===== src/source/rv32i_pkg.sv =====
// RV32I encodings shared by decode and the testbench: word types, instruction views, opcodes
package rv32i_pkg;

    typedef logic [31:0] word_t;
    typedef logic [4:0]  reg_idx_t;

    typedef struct packed {
        logic [6:0] funct7;
        reg_idx_t   rs2;
        reg_idx_t   rs1;
        logic [2:0] funct3;
        reg_idx_t   rd;
        logic [6:0] opcode;
    } instr_r_t;

    typedef struct packed {
        logic [11:0] imm;
        reg_idx_t    rs1;
        logic [2:0]  funct3;
        reg_idx_t    rd;
        logic [6:0]  opcode;
    } instr_i_t;

    typedef struct packed {
        logic [6:0] imm_hi;
        reg_idx_t   rs2;
        reg_idx_t   rs1;
        logic [2:0] funct3;
        logic [4:0] imm_lo;
        logic [6:0] opcode;
    } instr_s_t;

    // one fetched word, read through whichever format the opcode implies
    typedef union packed {
        instr_r_t r;
        instr_i_t i;
        instr_s_t s;
    } instr_u;

    localparam logic [6:0] OP_REG   = 7'b0110011;
    localparam logic [6:0] OP_IMM   = 7'b0010011;
    localparam logic [6:0] OP_LUI   = 7'b0110111;
    localparam logic [6:0] OP_STORE = 7'b0100011;

    localparam logic [2:0] F3_ADD_SUB = 3'b000;
    localparam logic [2:0] F3_SLL     = 3'b001;
    localparam logic [2:0] F3_SLT     = 3'b010;
    localparam logic [2:0] F3_SLTU    = 3'b011;
    localparam logic [2:0] F3_XOR     = 3'b100;
    localparam logic [2:0] F3_SRL_SRA = 3'b101;
    localparam logic [2:0] F3_OR      = 3'b110;
    localparam logic [2:0] F3_AND     = 3'b111;
    // word store, the only width kept
    localparam logic [2:0] F3_SW      = 3'b010;

    // addi x0, x0, 0
    localparam word_t NOP_WORD = 32'h0000_0013;

endpackage


===== src/source/core_pkg.sv =====
// core micro-architecture types: ALU function, execution unit and the decoded queue item
package core_pkg;

    typedef enum logic [3:0] {
        ALU_ADD,
        ALU_SUB,
        ALU_SLL,
        ALU_SLT,
        ALU_SLTU,
        ALU_XOR,
        ALU_SRL,
        ALU_SRA,
        ALU_OR,
        ALU_AND,
        ALU_PASS
    } alu_fn_t;

    typedef enum logic {
        EXU_ALU,
        EXU_STORE
    } exu_t;

    // decoded instruction as it waits between decode and issue
    typedef struct packed {
        exu_t               exu;
        alu_fn_t            alu_fn;
        logic               has_rd;
        logic               has_rs1;
        logic               has_rs2;
        rv32i_pkg::reg_idx_t rd;
        rv32i_pkg::reg_idx_t rs1;
        rv32i_pkg::reg_idx_t rs2;
        logic               use_imm;
        // already sign-extended, or shifted up for lui
        rv32i_pkg::word_t   imm;
    } queue_item_t;

endpackage


===== src/source/instr_q_if.sv =====
// push and pop sides of the decoded instruction queue, shared by decode, queue and issue
`timescale 1ns/1ps

interface instr_q_if;
    import core_pkg::*;

    logic        push;
    logic        full;
    queue_item_t push_item;
    logic        pop;
    logic        empty;
    // valid whenever empty is low
    queue_item_t pop_item;

    modport producer (output push, output push_item, input full);

    modport buffer (
        input  push,
        input  push_item,
        input  pop,
        output full,
        output empty,
        output pop_item
    );

    modport consumer (output pop, input empty, input pop_item);

endinterface


===== src/source/core_top.sv =====
// core top level: fetch/decode, instruction queue and execute joined behind plain memory ports
`timescale 1ns/1ps

module core_top #(
    parameter rv32i_pkg::word_t RESET_PC    = 32'h0000_0060,
    parameter int               QUEUE_DEPTH = 8
) (
    input  logic             clk,
    input  logic             rst,
    output rv32i_pkg::word_t pc,
    output logic             inst_read,
    input  rv32i_pkg::word_t inst_rdata,
    input  logic             inst_resp,
    output rv32i_pkg::word_t data_address,
    output rv32i_pkg::word_t data_wdata,
    output logic             data_write,
    input  logic             data_resp
);

    instr_q_if q_if ();

    fetch_decode #(
        .RESET_PC (RESET_PC)
    ) fetch_decode_i (
        .clk,
        .rst,
        .inst_rdata,
        .inst_resp,
        .pc,
        .inst_read,
        .q (q_if.producer)
    );

    instr_queue #(
        .QUEUE_DEPTH (QUEUE_DEPTH)
    ) instr_queue_i (
        .clk,
        .rst,
        .q (q_if.buffer)
    );

    exec_pipe exec_pipe_i (
        .clk,
        .rst,
        .q (q_if.consumer),
        .data_address,
        .data_wdata,
        .data_write,
        .data_resp
    );

endmodule


===== src/source/exec_pipe.sv =====
// back end: issue from the queue, register file, ALU, store port and writeback
`timescale 1ns/1ps

module exec_pipe (
    input  logic             clk,
    input  logic             rst,
    instr_q_if.consumer      q,
    output rv32i_pkg::word_t data_address,
    output rv32i_pkg::word_t data_wdata,
    output logic             data_write,
    input  logic             data_resp
);
    import rv32i_pkg::*;
    import core_pkg::*;

    word_t       rf [1:31];
    queue_item_t head;
    word_t       rs1_val;
    word_t       rs2_val;
    logic        sb_ready;
    logic        issue;
    logic        store_busy;

    logic        ex_valid;
    exu_t        ex_exu;
    alu_fn_t     ex_fn;
    logic        ex_has_rd;
    reg_idx_t    ex_rd;
    word_t       ex_a;
    word_t       ex_b;
    word_t       ex_wdata;
    word_t       ex_result;

    logic        wb_valid;
    reg_idx_t    wb_rd;
    word_t       wb_result;

    assign head    = q.pop_item;
    assign rs1_val = (head.rs1 == '0) ? '0 : rf[head.rs1];
    assign rs2_val = (head.rs2 == '0) ? '0 : rf[head.rs2];

    // a store waiting on the data port freezes EX
    assign store_busy = ex_valid && ex_exu == EXU_STORE && !data_resp;
    assign issue      = !q.empty && sb_ready;
    assign q.pop      = issue;

    scoreboard sb_i (
        .clk,
        .rst,
        .head,
        .head_valid (!q.empty),
        .store_busy,
        .issue,
        .wb_valid,
        .wb_rd,
        .ready      (sb_ready)
    );

    always_ff @(posedge clk) begin
        if (rst) begin
            ex_valid <= 1'b0;
        end else if (!store_busy) begin
            ex_valid <= issue;
        end
    end

    always_ff @(posedge clk) begin
        if (!store_busy) begin
            ex_exu    <= head.exu;
            ex_fn     <= head.alu_fn;
            ex_has_rd <= head.has_rd;
            ex_rd     <= head.rd;
            ex_a      <= rs1_val;
            ex_b      <= head.use_imm ? head.imm : rs2_val;
            ex_wdata  <= rs2_val;
        end
    end

    // stores use the add path for rs1 + imm
    always_comb begin
        case (ex_fn)
            ALU_SUB:  ex_result = ex_a - ex_b;
            ALU_SLL:  ex_result = ex_a << ex_b[4:0];
            ALU_SLT:  ex_result = {31'b0, $signed(ex_a) < $signed(ex_b)};
            ALU_SLTU: ex_result = {31'b0, ex_a < ex_b};
            ALU_XOR:  ex_result = ex_a ^ ex_b;
            ALU_SRL:  ex_result = ex_a >> ex_b[4:0];
            ALU_SRA:  ex_result = word_t'($signed(ex_a) >>> ex_b[4:0]);
            ALU_OR:   ex_result = ex_a | ex_b;
            ALU_AND:  ex_result = ex_a & ex_b;
            ALU_PASS: ex_result = ex_b;
            default:  ex_result = ex_a + ex_b;
        endcase
    end

    assign data_write   = ex_valid && ex_exu == EXU_STORE;
    assign data_address = ex_result;
    assign data_wdata   = ex_wdata;

    always_ff @(posedge clk) begin
        if (rst) begin
            wb_valid <= 1'b0;
        end else begin
            wb_valid <= ex_valid && ex_has_rd;
        end
    end

    always_ff @(posedge clk) begin
        wb_rd     <= ex_rd;
        wb_result <= ex_result;
    end

    always_ff @(posedge clk) begin
        if (wb_valid && wb_rd != '0) begin
            rf[wb_rd] <= wb_result;
        end
    end

    a_store_held: assert property (
        @(posedge clk) disable iff (rst)
        data_write && !data_resp |=>
            data_write && $stable(data_address) && $stable(data_wdata)
    ) else $error("store changed while waiting for data_resp");

endmodule


===== src/source/fetch_decode.sv =====
// front end: sequential fetch over the instruction port and decode into queue items
`timescale 1ns/1ps

module fetch_decode #(
    parameter rv32i_pkg::word_t RESET_PC = 32'h0000_0060
) (
    input  logic             clk,
    input  logic             rst,
    input  rv32i_pkg::word_t inst_rdata,
    input  logic             inst_resp,
    output rv32i_pkg::word_t pc,
    output logic             inst_read,
    instr_q_if.producer      q
);
    import rv32i_pkg::*;
    import core_pkg::*;

    instr_u      ins;
    queue_item_t item;
    logic        legal;
    logic        fire;

    function automatic alu_fn_t alu_fn_of(input logic [2:0] funct3, input logic alt);
        alu_fn_t fn;
        case (funct3)
            F3_ADD_SUB: fn = alt ? ALU_SUB : ALU_ADD;
            F3_SLL:     fn = ALU_SLL;
            F3_SLT:     fn = ALU_SLT;
            F3_SLTU:    fn = ALU_SLTU;
            F3_XOR:     fn = ALU_XOR;
            F3_SRL_SRA: fn = alt ? ALU_SRA : ALU_SRL;
            F3_OR:      fn = ALU_OR;
            default:    fn = ALU_AND;
        endcase
        return fn;
    endfunction

    // full cannot rise while a request waits, since only a completed fetch pushes
    assign inst_read = ~q.full;
    assign fire = inst_read & inst_resp;

    always_ff @(posedge clk) begin
        if (rst) begin
            pc <= RESET_PC;
        end else if (fire) begin
            pc <= pc + 32'd4;
        end
    end

    assign ins = inst_rdata;

    always_comb begin
        item         = '0;
        item.exu     = EXU_ALU;
        item.alu_fn  = ALU_ADD;
        item.rd      = ins.r.rd;
        item.rs1     = ins.r.rs1;
        item.rs2     = ins.r.rs2;
        item.imm     = {{20{ins.i.imm[11]}}, ins.i.imm};
        legal        = 1'b0;
        case (ins.r.opcode)
            OP_REG: begin
                legal        = 1'b1;
                item.has_rd  = 1'b1;
                item.has_rs1 = 1'b1;
                item.has_rs2 = 1'b1;
                // funct7 bit 5 picks sub and sra
                item.alu_fn  = alu_fn_of(ins.r.funct3, ins.r.funct7[5]);
            end
            OP_IMM: begin
                legal        = 1'b1;
                item.has_rd  = 1'b1;
                item.has_rs1 = 1'b1;
                item.use_imm = 1'b1;
                item.alu_fn  = alu_fn_of(ins.r.funct3,
                                         ins.r.funct3 == F3_SRL_SRA && ins.r.funct7[5]);
            end
            OP_LUI: begin
                legal        = 1'b1;
                item.has_rd  = 1'b1;
                item.use_imm = 1'b1;
                item.alu_fn  = ALU_PASS;
                item.imm     = {ins.i.imm, ins.i.rs1, ins.i.funct3, 12'b0};
            end
            OP_STORE: begin
                legal        = ins.s.funct3 == F3_SW;
                item.exu     = EXU_STORE;
                item.has_rs1 = 1'b1;
                item.has_rs2 = 1'b1;
                item.use_imm = 1'b1;
                item.imm     = {{20{ins.s.imm_hi[6]}}, ins.s.imm_hi, ins.s.imm_lo};
            end
            default: legal = 1'b0;
        endcase
    end

    // nops and other x0 writes never reach the queue
    assign q.push      = fire & legal & (item.exu == EXU_STORE || item.rd != '0);
    assign q.push_item = item;

    a_pc_held: assert property (
        @(posedge clk) disable iff (rst)
        inst_read && !inst_resp |=> inst_read && $stable(pc)
    ) else $error("fetch request dropped or pc changed while a fetch was waiting");

endmodule


===== src/source/instr_queue.sv =====
// circular FIFO of decoded instructions between decode and issue
`timescale 1ns/1ps

module instr_queue #(
    parameter int QUEUE_DEPTH = 8
) (
    input  logic     clk,
    input  logic     rst,
    instr_q_if.buffer q
);
    import core_pkg::*;

    localparam int PTR_W = $clog2(QUEUE_DEPTH);

    queue_item_t      mem [QUEUE_DEPTH];
    logic [PTR_W-1:0] wr_ptr;
    logic [PTR_W-1:0] rd_ptr;
    logic [PTR_W:0]   count;

    always_ff @(posedge clk) begin
        if (rst) begin
            wr_ptr <= '0;
            rd_ptr <= '0;
            count  <= '0;
        end else begin
            if (q.push) begin
                wr_ptr <= wr_ptr + 1'b1;
            end
            if (q.pop) begin
                rd_ptr <= rd_ptr + 1'b1;
            end
            // simultaneous push and pop leaves the count alone
            case ({q.push, q.pop})
                2'b10:   count <= count + 1'b1;
                2'b01:   count <= count - 1'b1;
                default: count <= count;
            endcase
        end
    end

    always_ff @(posedge clk) begin
        if (q.push) begin
            mem[wr_ptr] <= q.push_item;
        end
    end

    assign q.full     = count == (PTR_W + 1)'(QUEUE_DEPTH);
    assign q.empty    = count == '0;
    assign q.pop_item = mem[rd_ptr];

    a_no_overflow: assert property (
        @(posedge clk) disable iff (rst) q.push |-> !q.full
    ) else $error("push into a full instruction queue");

    a_no_underflow: assert property (
        @(posedge clk) disable iff (rst) q.pop |-> !q.empty
    ) else $error("pop from an empty instruction queue");

endmodule


===== src/source/scoreboard.sv =====
// per-register busy tracking that decides when the queue head may issue
`timescale 1ns/1ps

module scoreboard (
    input  logic                clk,
    input  logic                rst,
    input  core_pkg::queue_item_t head,
    input  logic                head_valid,
    input  logic                store_busy,
    input  logic                issue,
    input  logic                wb_valid,
    input  rv32i_pkg::reg_idx_t wb_rd,
    output logic                ready
);
    import core_pkg::*;

    logic [31:0] busy;
    logic        rs1_hazard;
    logic        rs2_hazard;
    logic        rd_hazard;

    assign rs1_hazard = head.has_rs1 & busy[head.rs1];
    assign rs2_hazard = head.has_rs2 & busy[head.rs2];
    // waw, so an older write cannot land after a younger one
    assign rd_hazard  = head.has_rd & busy[head.rd];

    assign ready = head_valid & ~store_busy & ~rs1_hazard & ~rs2_hazard & ~rd_hazard;

    always_ff @(posedge clk) begin
        if (rst) begin
            busy <= '0;
        end else begin
            if (wb_valid) begin
                busy[wb_rd] <= 1'b0;
            end
            // x0 writers are dropped in decode and never issue
            if (issue && head.has_rd && head.exu != EXU_STORE) begin
                busy[head.rd] <= 1'b1;
            end
        end
    end

    a_x0_never_busy: assert property (
        @(posedge clk) disable iff (rst) !busy[0]
    ) else $error("x0 marked busy in the scoreboard");

endmodule


===== config.mk =====
export PLATFORM = sky130hd
export DESIGN_NAME = core_top
export DESIGN_NICKNAME = d
export VERILOG_FILES = /design/src/source/rv32i_pkg.sv /design/src/source/core_pkg.sv /design/src/source/instr_q_if.sv /design/src/source/core_top.sv /design/src/source/exec_pipe.sv /design/src/source/fetch_decode.sv /design/src/source/instr_queue.sv /design/src/source/scoreboard.sv
export SDC_FILE = /design/constraint.sdc
export NUM_CORES = 2
export LEC_CHECK = 0
export ABC_CLOCK_PERIOD_IN_PS = 18630
export BUFFER_PORTS_ARGS = -buffer_cell sky130_fd_sc_hd__buf_2
export CAP_MARGIN = 25
export CORE_MARGIN = 3
export CORE_UTILIZATION = 45
export DETAILED_ROUTE_END_ITERATION = 8
export SLEW_MARGIN = 0
export SYNTH_ARGS = -nofsm -noshare
export SYNTH_HDL_FRONTEND = slang
export SYNTH_SLANG_ARGS = --single-unit

===== constraint.sdc =====
create_clock -name clk -period 18.63 [get_ports clk]
set_input_delay 0.9315 -clock clk [delete_from_list [all_inputs] [get_ports clk]]
set_output_delay 0.9315 -clock clk [all_outputs]
set_load 0.01 [all_outputs]

==> metrics.txt <==
timing-limited maximum frequency=between 0.1 and 0.15 GHz; Post-Syn Instances=7228; Syn Std Cell Area=between 0.08 and 0.09 mm^2; worst path required time=roughly 18 ns; total wirelength of the detailed-routed design=294 mm; Multi-input gate area=roughly 0.032 mm^2; startpoint-to-endpoint class of the critical path=flop to output pin; area growth from synthesis to final layout=11.5%; relative slew slack=0.199; largest net degree at the start of global routing=about 160; Tightest Pin Transition=about 1.2 ns; post-synth cell types=85; die extent in x=roughly 440 um; final sum of negative setup slack=0 ns; starting utilization of the core area=0.456; clock slew at the register clock pins of the worst setup and hold paths=around 0.06 ns; die area=0.189 mm^2; cts bufs inserted=around 180; number of remaining DRC errors=0; number of antenna violations at the first check in global routing=20; number of detailed-routing iterations run before antenna repair=6; CTS tree=done; leakage power summed over all cells=about 32 nW; height of the chip=between 400 and 500 um; leading cell type in the layout, fill and taps excluded=sky130_fd_sc_hd__nand2_1; DR WL/cell=30.2 um; routability congestion estimate from global placement=0.957; highest-count cells in the layout ignoring fill and taps=sky130_fd_sc_hd__nand2_1, sky130_fd_sc_hd__edfxtp_1, sky130_fd_sc_hd__nand3_1; Worst Clk Skew=approximately 0.079 ns; post-detailed-placement half-perimeter wirelength=between 150 and 200 mm; all-layer global routing usage=0.302; vias in the first global route=~60000; Layout fillers=approximately 16000; Initial DRC Count=8332; Yosys warning total=0; number of flops mapped to enable cells by yosys=approximately 1500; Mapped Avg Cell Area=11.5 um^2; final number of max-transition violations=0; placed instance count=around 9400; Gates resized, CTS repair=0; core region area=0.182 mm^2; clock latency on the worst-skew pair=around 0.84 ns; number of hold-repair buffers added at the cts stage=0; Synth async-reset ratio=0; number of vias in the routed layout=roughly 63000; slowest stage cell on the critical path=sky130_fd_sc_hd__edfxtp_1; depth of the CTS H-tree=4; Largest delay share family, worst path=compound AO/OA/AOI/OAI gates; Detail Route Antenna Nets=0; drt via density=about 6.5; kind of capture point of the worst setup path=output pin; ratio of cells with drive above 1 in the final layout=0.120; sequential share of the synthesized area=0.588; buffer cell driving the clock tree root=sky130_fd_sc_hd__clkbuf_16; global-route wire length before repair=between 400 and 500 mm; startpoint types=flop; global route total overflow=0; combined flip-flop and latch cell area=between 0.04 and 0.05 mm^2; final hold violations=0; largest fanout on the critical path=13; number of cells in the finished layout apart from fillers=between 9000 and 10000; IR drop worst, VDD=between 0.15 and 0.2 mV; setup repair after global routing missed its margin=false; register bit total from synthesis=about 1700; post-CTS repair timing setup buffer count=0; max incr delay on CP=0.99 ns; post-route minimum period=approximately 7.3 ns; Setup Viol. Count Final=0; max_cap viols=0; cells traversed along the worst timing path=inv_1 -> ha_1 -> inv_1 -> a2111o_1 -> a211oi_1 -> nor3_1 -> o41ai_1 -> a2111o_1 -> and2_1 -> a211oi_1 -> o32ai_1 -> buf_2; row count=156; Crit path arrival time=6.38 ns; number of sinks on the clock net=about 1700; Min-Delay Path Class=flop to flop; share of the clock period used by the worst path=0.392; dominant register cell in the synthesized netlist=sky130_fd_sc_hd__edfxtp_1; net total in the final layout=~7300; Buf+Inv Stages, Crit Path=3; run status=finished, final reports clean; number of buffers on the longest clock path=3; number of buffers added on ports=around 130; count of pins on the block boundary=about 130; power density over the cells=between 100 and 150 mW/mm^2
-- metal layers --
layer / global-route usage / share of wire / vias to the layer above
met4: 0.154 / 0.055 / 26
met2: 0.459 / 0.45 / 3883
met5: 0 / 0.00053 / -
li1: - / - / 27100
met3: 0.0690 / 0.11 / 750
met1: 0.408 / 0.39 / 31600
-- cell usage after synthesis (12+ instances only) --
cell type,n,area share
sky130_fd_sc_hd__o22ai_1,31,0.0023
sky130_fd_sc_hd__nand4_1,20,0.0015
sky130_fd_sc_hd__ha_1,102,0.015
sky130_fd_sc_hd__nand3_1,466,0.028
sky130_fd_sc_hd__nand2_1,1642,0.074
sky130_fd_sc_hd__or3_1,35,0.0026
sky130_fd_sc_hd__a21oi_1,214,0.013
sky130_fd_sc_hd__o21ai_0,130,0.0078
sky130_fd_sc_hd__nand2b_1,20,0.0015
sky130_fd_sc_hd__o311ai_0,22,0.0023
sky130_fd_sc_hd__a31oi_1,90,0.0068
sky130_fd_sc_hd__inv_1,116,0.0053
sky130_fd_sc_hd__nor3_1,109,0.0066
sky130_fd_sc_hd__edfxtp_1,1547,0.56
sky130_fd_sc_hd__a22oi_1,49,0.0044
sky130_fd_sc_hd__or4_1,35,0.0032
sky130_fd_sc_hd__a211oi_1,185,0.017
sky130_fd_sc_hd__o2111ai_1,61,0.0064
sky130_fd_sc_hd__o211ai_1,79,0.0072
sky130_fd_sc_hd__mux4_2,210,0.057
sky130_fd_sc_hd__o221ai_1,16,0.0017
sky130_fd_sc_hd__nor2b_1,14,0.0011
sky130_fd_sc_hd__and2_1,162,0.012
sky130_fd_sc_hd__mux2i_1,241,0.029
sky130_fd_sc_hd__nor2_1,291,0.013
sky130_fd_sc_hd__and3_1,116,0.0088
sky130_fd_sc_hd__a21o_1,59,0.0053
sky130_fd_sc_hd__dfxtp_1,114,0.028
sky130_fd_sc_hd__clkbuf_1,416,0.019
sky130_fd_sc_hd__xor2_1,26,0.0027
sky130_fd_sc_hd__xnor2_1,12,0.0013
sky130_fd_sc_hd__a311oi_1,241,0.025
sky130_fd_sc_hd__a221o_1,14,0.0017
sky130_fd_sc_hd__o31ai_1,14,0.0013
sky130_fd_sc_hd__buf_1,78,0.0035
sky130_fd_sc_hd__buf_2,77,0.0046
sky130_fd_sc_hd__a311o_1,21,0.0025
-- cells by family (layout without fill, tap and decap cells) --
| group | count (synthesis) | after routing | share of synthesized area |
|---|---|---|---|
| XOR/XNOR | 38 | 38 | 0.00401 |
| AO/OA/AOI/OAI | 1310 | 1310 | 0.114 |
| AND/OR/NAND/NOR | 2953 | 2953 | 0.157 |
| adder cells (fa/ha/maj) | 104 | 104 | 0.0159 |
| multiplexers | 465 | 465 | 0.0884 |
| flip-flops | 1661 | 1661 | 0.588 |
| other | 1 | 15 | 0.0000452 |
| buffers and inverters | 696 | 746 | 0.0331 |
-- layout make-up --
class                   count  area share
multi-input cells        4872       0.346
diodes                     13    0.000352
clock buffers             243      0.0523
repair buffers            303      0.0245
well taps                2449      0.0332
inverters                 118     0.00479
flip-flops and latches   1661       0.527
clock inverters            82      0.0117
-- worst reg2reg max path, cell delays in order (launching register included) --
cell                       delay (ns)
sky130_fd_sc_hd__dfxtp_4         0.49
sky130_fd_sc_hd__buf_4           0.77
sky130_fd_sc_hd__mux4_2          0.68
sky130_fd_sc_hd__mux2i_4         0.58
sky130_fd_sc_hd__buf_4           0.76
sky130_fd_sc_hd__buf_4           0.79
sky130_fd_sc_hd__buf_4           0.73
sky130_fd_sc_hd__mux4_2          0.61
sky130_fd_sc_hd__nand2_1         0.09
sky130_fd_sc_hd__o311ai_0        0.22
sky130_fd_sc_hd__a21oi_1         0.70
sky130_fd_sc_hd__a22oi_1         0.21
sky130_fd_sc_hd__o22ai_1         0.21
-- where the power goes --
part / switching [mW] / internal, mW
sequential: 0.529 / 4.60
combinational: 2.87 / 1.44
clock: 1.51 / 2.06
total: 4.92 / 8.10
-- flip-flops by register name, summed over array words and instances (netlist names), 3 cells and up, named ones only --
register,cells
exec_pipe_i.ex_fn,4
exec_pipe_i.sb_i.busy,32
exec_pipe_i.wb_result,32
exec_pipe_i.rf,992
exec_pipe_i.ex_b,32
instr_queue_i.count,4
exec_pipe_i.data_wdata,32
exec_pipe_i.ex_a,32
exec_pipe_i.ex_rd,5
instr_queue_i.wr_ptr,3
instr_queue_i.mem,448
exec_pipe_i.wb_rd,5
fetch_decode_i.pc,30
instr_queue_i.rd_ptr,3
-- through the flow --
stage / instance area [um^2] / hold WS (ns) / worst slack (ns) / power (mW) / util
final: 92400 / 0.341 / 11.32 / 13.0 / 0.508
after global routing: 92400 / 0.348 / 11.27 / 13.5 / 0.508
after CTS: 92100 / 0.342 / 11.53 / 12.9 / 0.506
after detailed placement: 86200 / 0.327 / 11.71 / 9.37 / 0.474
after global placement: 86100 / 0.325 / 11.80 / 9.35 / 0.474
after floorplan: 82900 / 0.323 / 11.61 / 7.47 / -
-- path summary, 6_finish.rpt --
| kind | slack (ns) | end | cells after the start | from |
|---|---|---|---|---|
| min reg2reg | 0.34 | exec_pipe_i.wb_rd[0]$_DFF_P_ | 0 | exec_pipe_i.ex_rd[0]$_DFFE_PN_ |
| max | 11.32 | data_address[29] | 12 | exec_pipe_i.ex_a[6]$_SDFFCE_PN0N_ |
| min | 0.34 | exec_pipe_i.wb_rd[0]$_DFF_P_ | 0 | exec_pipe_i.ex_rd[0]$_DFFE_PN_ |
| max reg2reg | 11.63 | exec_pipe_i.ex_b[14]$_DFFE_PN_ | 12 | flop |
Power figures use the tool's default switching activity.
